File: src/rtl/issue_pkg.sv
// shared definitions for the rv32i issue pipeline
// register geometry, pipe depth, opcode and funct encodings, alu ops
// and the instruction word union used by decode and the testbench

package issue_pkg;

    ////////////////////
    // geometry
    localparam int XLEN        = 32;
    localparam int REG_ADDR_W  = 5;
    localparam int NUM_REGS    = 32;

    // execution pipe depth, wb lands EXEC_STAGES cycles after bus valid
    localparam int EXEC_STAGES = 3;

    // one sweep cycle per register after reset
    localparam int INIT_CYCLES = NUM_REGS;
    localparam int INIT_CNT_W  = $clog2(INIT_CYCLES + 1);

    ////////////////////
    // encodings
    localparam logic [6:0] OPC_OP     = 7'b0110011;
    localparam logic [6:0] OPC_OP_IMM = 7'b0010011;

    localparam logic [2:0] F3_ADD = 3'b000;
    localparam logic [2:0] F3_XOR = 3'b100;
    localparam logic [2:0] F3_OR  = 3'b110;
    localparam logic [2:0] F3_AND = 3'b111;

    // funct7 marking sub, plain r-type ops use all zero
    localparam logic [6:0] F7_SUB = 7'b0100000;

    typedef enum logic [2:0] {
        op_add,
        op_sub,
        op_xor,
        op_or,
        op_and
    } alu_op_t;

    // one instruction word, read as r-type or i-type
    typedef union packed {
        struct packed {
            logic [6:0]            funct7;
            logic [REG_ADDR_W-1:0] rs2;
            logic [REG_ADDR_W-1:0] rs1;
            logic [2:0]            funct3;
            logic [REG_ADDR_W-1:0] rd;
            logic [6:0]            opcode;
        } r_fields;
        struct packed {
            logic [11:0]           imm;
            logic [REG_ADDR_W-1:0] rs1;
            logic [2:0]            funct3;
            logic [REG_ADDR_W-1:0] rd;
            logic [6:0]            opcode;
        } i_fields;
    } instr_t;

endpackage

File: src/rtl/issue_bus_if.sv
// issued instruction from decode_issue to alu_pipe
// valid is a one-cycle strobe, no back-pressure since the pipe always accepts
// payload is only meaningful while valid is high

`timescale 1ns/10ps

interface issue_bus_if
    import issue_pkg::*;
();

    logic                  valid;
    logic [REG_ADDR_W-1:0] rd;
    alu_op_t               op;
    // operand a is rs1, b is rs2 or the extended immediate
    logic [XLEN-1:0]       a;
    logic [XLEN-1:0]       b;

    // issue side drives everything
    modport issue (
        output valid, rd, op, a, b
    );

    // exec side only listens
    modport exec (
        input valid, rd, op, a, b
    );

endinterface

File: src/rtl/reg_inuse.sv
// register in-use scoreboard built from two toggle banks
// issue flips bank a, completion or the clear sweep copies a into b
// a register is busy while the two banks differ; clr must be held
// for a full sweep after reset before the lookups are trusted

`timescale 1ns/10ps

module reg_inuse
    import issue_pkg::*;
(
    input  logic                  clk,
    input  logic                  rst,
    input  logic                  clr,
    input  logic [REG_ADDR_W-1:0] rs1_addr,
    input  logic [REG_ADDR_W-1:0] rs2_addr,
    input  logic [REG_ADDR_W-1:0] rd_check_addr,
    input  logic [REG_ADDR_W-1:0] issue_addr,
    input  logic [REG_ADDR_W-1:0] completed_addr,
    input  logic                  issued,
    input  logic                  completed,
    output logic                  rs1_inuse,
    output logic                  rs2_inuse,
    output logic                  rd_inuse
);

    // one bit per register in each bank
    logic bank_a [NUM_REGS];
    logic bank_b [NUM_REGS];

    logic [REG_ADDR_W-1:0] clr_addr;
    logic [REG_ADDR_W-1:0] done_addr;
    logic                  collision;

    ////////////////////
    // clear sweep

    // walks every register once while clr is up
    always_ff @(posedge clk) begin
        if (rst) begin
            clr_addr <= '0;
        end else if (clr) begin
            clr_addr <= clr_addr + 1'b1;
        end
    end

    // sweep borrows the completion write port
    assign done_addr = clr ? clr_addr : completed_addr;

    ////////////////////
    // bank updates

    // issue and completion hitting the same register this cycle
    assign collision = completed && (issue_addr == completed_addr);

    // on a collision b takes the old a value, so flip a against that
    // and the register stays busy, issue wins
    always_ff @(posedge clk) begin
        if (issued) begin
            bank_a[issue_addr] <= collision ? ~bank_a[completed_addr] : ~bank_b[issue_addr];
        end
    end

    // completion brings b back in line with a
    always_ff @(posedge clk) begin
        if (completed || clr) begin
            bank_b[done_addr] <= bank_a[done_addr];
        end
    end

    ////////////////////
    // lookups

    // busy while banks disagree
    assign rs1_inuse = bank_a[rs1_addr] ^ bank_b[rs1_addr];
    assign rs2_inuse = bank_a[rs2_addr] ^ bank_b[rs2_addr];
    assign rd_inuse  = bank_a[rd_check_addr] ^ bank_b[rd_check_addr];

endmodule

File: src/rtl/reg_file.sv
// integer register file, 32 entries of XLEN bits
// two combinational read ports and one write port from writeback
// x0 ignores writes and always reads zero

`timescale 1ns/10ps

module reg_file
    import issue_pkg::*;
(
    input  logic                  clk,
    input  logic                  rst,
    input  logic [REG_ADDR_W-1:0] rs1_addr,
    input  logic [REG_ADDR_W-1:0] rs2_addr,
    input  logic                  we,
    input  logic [REG_ADDR_W-1:0] wr_addr,
    input  logic [XLEN-1:0]       wr_data,
    output logic [XLEN-1:0]       rs1_data,
    output logic [XLEN-1:0]       rs2_data
);

    logic [XLEN-1:0] regs [NUM_REGS];

    // flop array, all zero out of reset
    always_ff @(posedge clk) begin
        if (rst) begin
            for (int i = 0; i < NUM_REGS; i++) begin
                regs[i] <= '0;
            end
        end else if (we && (wr_addr != '0)) begin
            regs[wr_addr] <= wr_data;
        end
    end

    // no write bypass, a same-cycle write shows up next cycle
    // the scoreboard keeps readers off the register until then
    assign rs1_data = (rs1_addr == '0) ? '0 : regs[rs1_addr];
    assign rs2_data = (rs2_addr == '0) ? '0 : regs[rs2_addr];

endmodule

File: src/rtl/decode_issue.sv
// decode and issue stage
// decodes the offered word, reads operands, checks the scoreboard and
// either stalls or accepts; legal ops with a nonzero rd go out on the bus
// one cycle later, everything else accepted is simply dropped

`timescale 1ns/10ps

module decode_issue
    import issue_pkg::*;
(
    input  logic                  clk,
    input  logic                  rst,
    input  logic                  instr_valid,
    input  instr_t                instr,
    input  logic                  rs1_inuse,
    input  logic                  rs2_inuse,
    input  logic                  rd_inuse,
    input  logic [XLEN-1:0]       rs1_data,
    input  logic [XLEN-1:0]       rs2_data,
    output logic                  stall,
    output logic                  clr,
    output logic [REG_ADDR_W-1:0] rs1_addr,
    output logic [REG_ADDR_W-1:0] rs2_addr,
    output logic [REG_ADDR_W-1:0] rd_check_addr,
    output logic                  issued,
    output logic [REG_ADDR_W-1:0] issue_addr,
    issue_bus_if.issue            bus
);

    logic                  is_r;
    logic                  is_i;
    logic                  f3_ok;
    logic                  legal;
    logic                  hazard;
    logic                  accept;
    logic                  init_busy;
    logic [INIT_CNT_W-1:0] init_cnt;
    logic [REG_ADDR_W-1:0] rd;
    alu_op_t               op;
    logic [XLEN-1:0]       operand_b;

    ////////////////////
    // init sweep

    // counts up to INIT_CYCLES once after reset, then parks
    always_ff @(posedge clk) begin
        if (rst) begin
            init_cnt <= '0;
        end else if (init_busy) begin
            init_cnt <= init_cnt + 1'b1;
        end
    end

    assign init_busy = (init_cnt != INIT_CNT_W'(INIT_CYCLES));
    assign clr       = init_busy;

    ////////////////////
    // decode

    assign is_r = (instr.r_fields.opcode == OPC_OP);
    assign is_i = (instr.i_fields.opcode == OPC_OP_IMM);

    // only add, xor, or, and in funct3 space
    assign f3_ok = (instr.r_fields.funct3 == F3_ADD) || (instr.r_fields.funct3 == F3_XOR) ||
                   (instr.r_fields.funct3 == F3_OR)  || (instr.r_fields.funct3 == F3_AND);

    // r-type needs a clean funct7, sub only pairs with the add funct3
    assign legal = f3_ok && (is_i || (is_r && ((instr.r_fields.funct7 == 7'd0) ||
                   ((instr.r_fields.funct7 == F7_SUB) && (instr.r_fields.funct3 == F3_ADD)))));

    always_comb begin
        case (instr.r_fields.funct3)
            F3_XOR:  op = op_xor;
            F3_OR:   op = op_or;
            F3_AND:  op = op_and;
            default: op = (is_r && (instr.r_fields.funct7 == F7_SUB)) ? op_sub : op_add;
        endcase
    end

    // rd sits at the same bits in both views
    assign rd = instr.r_fields.rd;

    // second operand, rs2 for r-type, sign extended imm otherwise
    assign operand_b = is_r ? rs2_data
                            : {{(XLEN - 12){instr.i_fields.imm[11]}}, instr.i_fields.imm};

    ////////////////////
    // hazards and handshake

    assign rs1_addr      = instr.r_fields.rs1;
    assign rs2_addr      = instr.r_fields.rs2;
    assign rd_check_addr = rd;

    // rs2 field is immediate bits for i-type, so skip it there
    assign hazard = legal && (rs1_inuse || (is_r && rs2_inuse) || rd_inuse);

    assign stall  = init_busy || (instr_valid && hazard);
    assign accept = instr_valid && !stall;

    assign issued     = accept && legal && (rd != '0);
    assign issue_addr = rd;

    // bus strobe, cleared by reset
    always_ff @(posedge clk) begin
        if (rst) begin
            bus.valid <= 1'b0;
        end else begin
            bus.valid <= issued;
        end
    end

    // payload only moves on an issue
    always_ff @(posedge clk) begin
        if (issued) begin
            bus.rd <= rd;
            bus.op <= op;
            bus.a  <= rs1_data;
            bus.b  <= operand_b;
        end
    end

endmodule

File: src/rtl/alu_pipe.sv
// fixed depth execution pipe
// result is computed from the bus in the first stage and then carried
// through EXEC_STAGES registers; the last stage is the writeback strobe
// several instructions may be in flight, always in issue order

`timescale 1ns/10ps

module alu_pipe
    import issue_pkg::*;
(
    input  logic                  clk,
    input  logic                  rst,
    issue_bus_if.exec             bus,
    output logic                  wb_valid,
    output logic [REG_ADDR_W-1:0] wb_rd,
    output logic [XLEN-1:0]       wb_data
);

    logic [XLEN-1:0]        result;
    // stage 0 is the first register after the bus
    logic [EXEC_STAGES-1:0] valid_q;
    logic [REG_ADDR_W-1:0]  rd_q   [EXEC_STAGES];
    logic [XLEN-1:0]        data_q [EXEC_STAGES];

    ////////////////////
    // alu

    always_comb begin
        case (bus.op)
            op_sub:  result = bus.a - bus.b;
            op_xor:  result = bus.a ^ bus.b;
            op_or:   result = bus.a | bus.b;
            op_and:  result = bus.a & bus.b;
            default: result = bus.a + bus.b;
        endcase
    end

    ////////////////////
    // stage registers

    // valid chain, shifts in the bus strobe
    always_ff @(posedge clk) begin
        if (rst) begin
            valid_q <= '0;
        end else begin
            valid_q <= {valid_q[EXEC_STAGES-2:0], bus.valid};
        end
    end

    // rd and data just follow along
    always_ff @(posedge clk) begin
        rd_q[0]   <= bus.rd;
        data_q[0] <= result;
        for (int s = 1; s < EXEC_STAGES; s++) begin
            rd_q[s]   <= rd_q[s-1];
            data_q[s] <= data_q[s-1];
        end
    end

    // writeback out of the last stage
    assign wb_valid = valid_q[EXEC_STAGES-1];
    assign wb_rd    = rd_q[EXEC_STAGES-1];
    assign wb_data  = data_q[EXEC_STAGES-1];

endmodule

File: src/rtl/issue_pipeline_top.sv
// top of the issue pipeline, instances and wiring only
// the source holds instr_valid and instr while stall is high
// writeback is exposed for the checker

`timescale 1ns/10ps

module issue_pipeline_top
    import issue_pkg::*;
(
    input  logic                  clk,
    input  logic                  rst,
    input  logic                  instr_valid,
    input  logic [XLEN-1:0]       instr,
    output logic                  stall,
    output logic                  wb_valid,
    output logic [REG_ADDR_W-1:0] wb_rd,
    output logic [XLEN-1:0]       wb_data
);

    // decode to scoreboard and register file
    logic                  clr;
    logic                  issued;
    logic [REG_ADDR_W-1:0] rs1_addr;
    logic [REG_ADDR_W-1:0] rs2_addr;
    logic [REG_ADDR_W-1:0] rd_check_addr;
    logic [REG_ADDR_W-1:0] issue_addr;
    logic                  rs1_inuse;
    logic                  rs2_inuse;
    logic                  rd_inuse;
    logic [XLEN-1:0]       rs1_data;
    logic [XLEN-1:0]       rs2_data;

    issue_bus_if bus ();

    decode_issue u_decode_issue (
        .clk           (clk),
        .rst           (rst),
        .instr_valid   (instr_valid),
        .instr         (instr),
        .rs1_inuse     (rs1_inuse),
        .rs2_inuse     (rs2_inuse),
        .rd_inuse      (rd_inuse),
        .rs1_data      (rs1_data),
        .rs2_data      (rs2_data),
        .stall         (stall),
        .clr           (clr),
        .rs1_addr      (rs1_addr),
        .rs2_addr      (rs2_addr),
        .rd_check_addr (rd_check_addr),
        .issued        (issued),
        .issue_addr    (issue_addr),
        .bus           (bus.issue)
    );

    // writeback doubles as the completion port
    reg_inuse u_reg_inuse (
        .clk            (clk),
        .rst            (rst),
        .clr            (clr),
        .rs1_addr       (rs1_addr),
        .rs2_addr       (rs2_addr),
        .rd_check_addr  (rd_check_addr),
        .issue_addr     (issue_addr),
        .completed_addr (wb_rd),
        .issued         (issued),
        .completed      (wb_valid),
        .rs1_inuse      (rs1_inuse),
        .rs2_inuse      (rs2_inuse),
        .rd_inuse       (rd_inuse)
    );

    reg_file u_reg_file (
        .clk      (clk),
        .rst      (rst),
        .rs1_addr (rs1_addr),
        .rs2_addr (rs2_addr),
        .we       (wb_valid),
        .wr_addr  (wb_rd),
        .wr_data  (wb_data),
        .rs1_data (rs1_data),
        .rs2_data (rs2_data)
    );

    alu_pipe u_alu_pipe (
        .clk      (clk),
        .rst      (rst),
        .bus      (bus.exec),
        .wb_valid (wb_valid),
        .wb_rd    (wb_rd),
        .wb_data  (wb_data)
    );

endmodule

File: config.mk
export PLATFORM = sky130hd
export DESIGN_NAME = issue_pipeline_top
export DESIGN_NICKNAME = d
export VERILOG_FILES = /design/src/rtl/issue_pkg.sv /design/src/rtl/issue_bus_if.sv /design/src/rtl/reg_inuse.sv /design/src/rtl/reg_file.sv /design/src/rtl/decode_issue.sv /design/src/rtl/alu_pipe.sv /design/src/rtl/issue_pipeline_top.sv
export SDC_FILE = /design/constraint.sdc
export NUM_CORES = 2
export LEC_CHECK = 0
export BUFFER_PORTS_ARGS = -buffer_cell sky130_fd_sc_hd__clkbuf_2
export CAP_MARGIN = 20
export CORE_AREA = 8 8 362 364
export DETAILED_ROUTE_END_ITERATION = 10
export DIE_AREA = 0 0 370 372
export PLACE_DENSITY = 0.75
export SETUP_SLACK_MARGIN = 0.2
export SYNTH_ARGS = -nofsm -noshare
export SYNTH_HDL_FRONTEND = slang
export SYNTH_SLANG_ARGS = --single-unit
File: constraint.sdc
create_clock -name clk -period 14.5 [get_ports clk]
set_input_delay 1.45 -clock clk [delete_from_list [all_inputs] [get_ports clk]]
set_output_delay 1.45 -clock clk [all_outputs]
set_load 0.02 [all_outputs]
==> results_dict.tcl <==
set metrics [dict create \
    coreArea_mm2 0.125 \
    setup_viol 0 \
    grt_pass1_wl_um 299000 \
    syn_area_mm2 0.0683 \
    fillers 9145 \
    clkLatencyLatePin_ps 760 \
    grt_overflow 0 \
    syn_avg_cell_area_um2 14.8 \
    period_needed_ps 6440 \
    clkSlewWorstSetupHoldPaths_ps 50 \
    timing_hold_violations_final 0 \
    synth_edf_count 1160 \
    start_kind "input port" \
    cts_inserted_buffers 138 \
    max_slew_margin 0.199 \
    syn_inst 4613 \
    multiInputGateArea_mm2 0.0290 \
    fin_nets 4660 \
    seqCellArea_mm2 0.0374 \
    cts_sinks 1286 \
    htree_levels 4 \
    power.total_uw 8420 \
    final_util 0.598 \
    synthTopCellsByArea "edfxtp_1 (51%), mux4_2 (21%), and2_1 (9.1%)" \
    cp_data_required_time_ps 13050 \
    fin_crit_sh 0.444 \
    critical_path_class "input port to output port" \
    num_vias 42956 \
    cap_violations 0 \
    status "complete, no violations" \
    p_per_area_mw_per_mm2 113 \
    die_width_um 370 \
    end_kind "output port" \
    area_growth_pct 9.42 \
    die_h_um 372 \
    grt_max_degree 104 \
    synth.yosys.seq_area_share 0.547 \
    synth_top_area_cell "edfxtp_1" \
    cts-root-buf "clkbuf_16" \
    synth-warning-count 0 \
    ios 74 \
    setup_tns_ps 0 \
    hpwl_um 122000 \
    cp_max_fo 103 \
    avgViaCountPerCell 6.82 \
    hp-class "flop to flop" \
    ant_nets 0 \
    fmax_mhz 155 \
    postCtsSetupBuffers 0 \
    timing.final.max_slew_violations 0 \
    cts_hold_buffers 0 \
    wl_per_cell_um 33.1 \
    skew_ps 25.1 \
    synthArstFlopShare 0 \
    p_leak_uw 0.0271 \
    yosysMostFrequentCell "edfxtp_1" \
    worstMarginPinSlew_ps 1200 \
    drc 0 \
    synth_top_cells_by_count "edfxtp_1 (1160), and2_1 (998), mux4_2 (630)" \
    clock_path_buffers 3 \
    portBuffers 73 \
    place.gp.congestion 0.922 \
    synth.distinct_cells 65 \
    yosys_most_used_dff "edfxtp_1" \
    first_iter_violations 6303 \
    die-area_mm2 0.138 \
    grt_use_total 0.299 \
    antenna_found_initial 9 \
    grt_pass1_vias 43260 \
    ir_worst_vdd_uv 104 \
    initial_core_util 0.547 \
    placed_cells 6032 \
    ys_ff_latch 1286 \
    layout-drive-gt1-share 0.248 \
    rsz0062_at_grt "false" \
    cp.arrival_ps 4990 \
    drt_wl_total_um 208000 \
    cts_resized 0 \
    rows 130 \
    instances_no_fill 6295 \
    first_pass_iters 8 \
    synth_top_area_share 0.510 \
    cts_tree "built" \
]
==> per-layer routing <==
layer	track usage	share of wire	up-vias
li1	-	-	17364
met3	0.0682	0.12	755
met1	0.372	0.34	21671
met2	0.476	0.47	3164
met4	0.193	0.076	2
met5	0	0.000053	-
==> kinds of logic after synthesis <==
group | Yosys count | share of synthesized area
AO/OA/AOI/OAI | 363 | 0.0353
XOR/XNOR | 69 | 0.00885
adder cells (fa/ha/maj) | 100 | 0.0184
buffers and inverters | 556 | 0.0341
flip-flops | 1286 | 0.547
multiplexers | 805 | 0.234
other | 1 | 0.0000549
AND/OR/NAND/NOR | 1433 | 0.122
==> sequential cells by signal (all words and copies together), names as in the netlist <==
register / count
u_alu_pipe.data_q: 96
u_alu_pipe.rd_q: 15
u_reg_inuse.bank_b: 32
u_decode_issue.init_cnt: 6
u_alu_pipe.valid_q: 3
u_decode_issue.bus.b: 32
u_decode_issue.bus.op: 3
u_reg_inuse.clr_addr: 5
u_decode_issue.bus.a: 32
u_reg_inuse.bank_a: 32
u_decode_issue.bus.rd: 5
u_decode_issue.bus.valid: 1
u_reg_file.regs: 1024
==> per-stage QoR <==
stage	hold WS (ps)	setup WS, ps	area (um^2)
after floorplan	310	7080	68400
after detailed placement	312	7880	70200
after CTS	325	8030	74600
final	325	8060	74700
after global routing	329	7800	74700
after global placement	310	7850	70200
==> power by group <==
| part | internal [uW] | switching (uW) |
|---|---|---|
| registers | 4150 | 55.1 |
| clock network | 2020 | 1480 |
| logic | 312 | 410 |
==> worst paths after layout <==
| kind | start | endpoint | slack (ps) | cells after the start |
|---|---|---|---|---|
| worst max-delay path | instr[20] | stall | 8060 | 10 |
| worst min-delay path | u_alu_pipe.data_q[0][33] | u_alu_pipe.data_q[0][65] | 320 | 0 |
| worst max register to register | u_decode_issue.bus.b[4] | u_alu_pipe.data_q[0][28] | 8890 | 15 |
| worst min register to register | u_alu_pipe.data_q[0][33] | u_alu_pipe.data_q[0][65] | 320 | 0 |
==> cell type report <==
cell class,count,area share
timing repair buffer,205,0.0205
tap,1650,0.0276
inverter,91,0.00457
multi-input combinational,2803,0.388
sequential,1286,0.500
antenna,7,0.000234
clock inverter,67,0.00777
clock buffer,186,0.0513
==> critical path: stages <==
cell and delay (ps):
buf_8 680, buf_12 710, mux4_2 600, mux2_2 270, a221oi_1 300, a21oi_1 90, xnor2_1 220, o21ai_0 120
a21o_1 230, clkbuf_2 160
==> placed cells by master, fill, tap and decap left out, types with 35 or more instances in the layout <==
master	n
edfxtp_1	1160
and2_1	998
mux4_2	630
nor2_1	157
clkbuf_16	144
mux2i_1	137
buf_4	130
dfxtp_1	126
ha_1	99
inv_1	91
a21oi_1	78
nand2_1	73
o21ai_0	71
clkbuf_2	62
xnor2_1	49
mux2_2	38
or2_2	36
a211oi_1	35
clkbuf_1	35
Note: power is estimated with default switching activity, not from simulation.
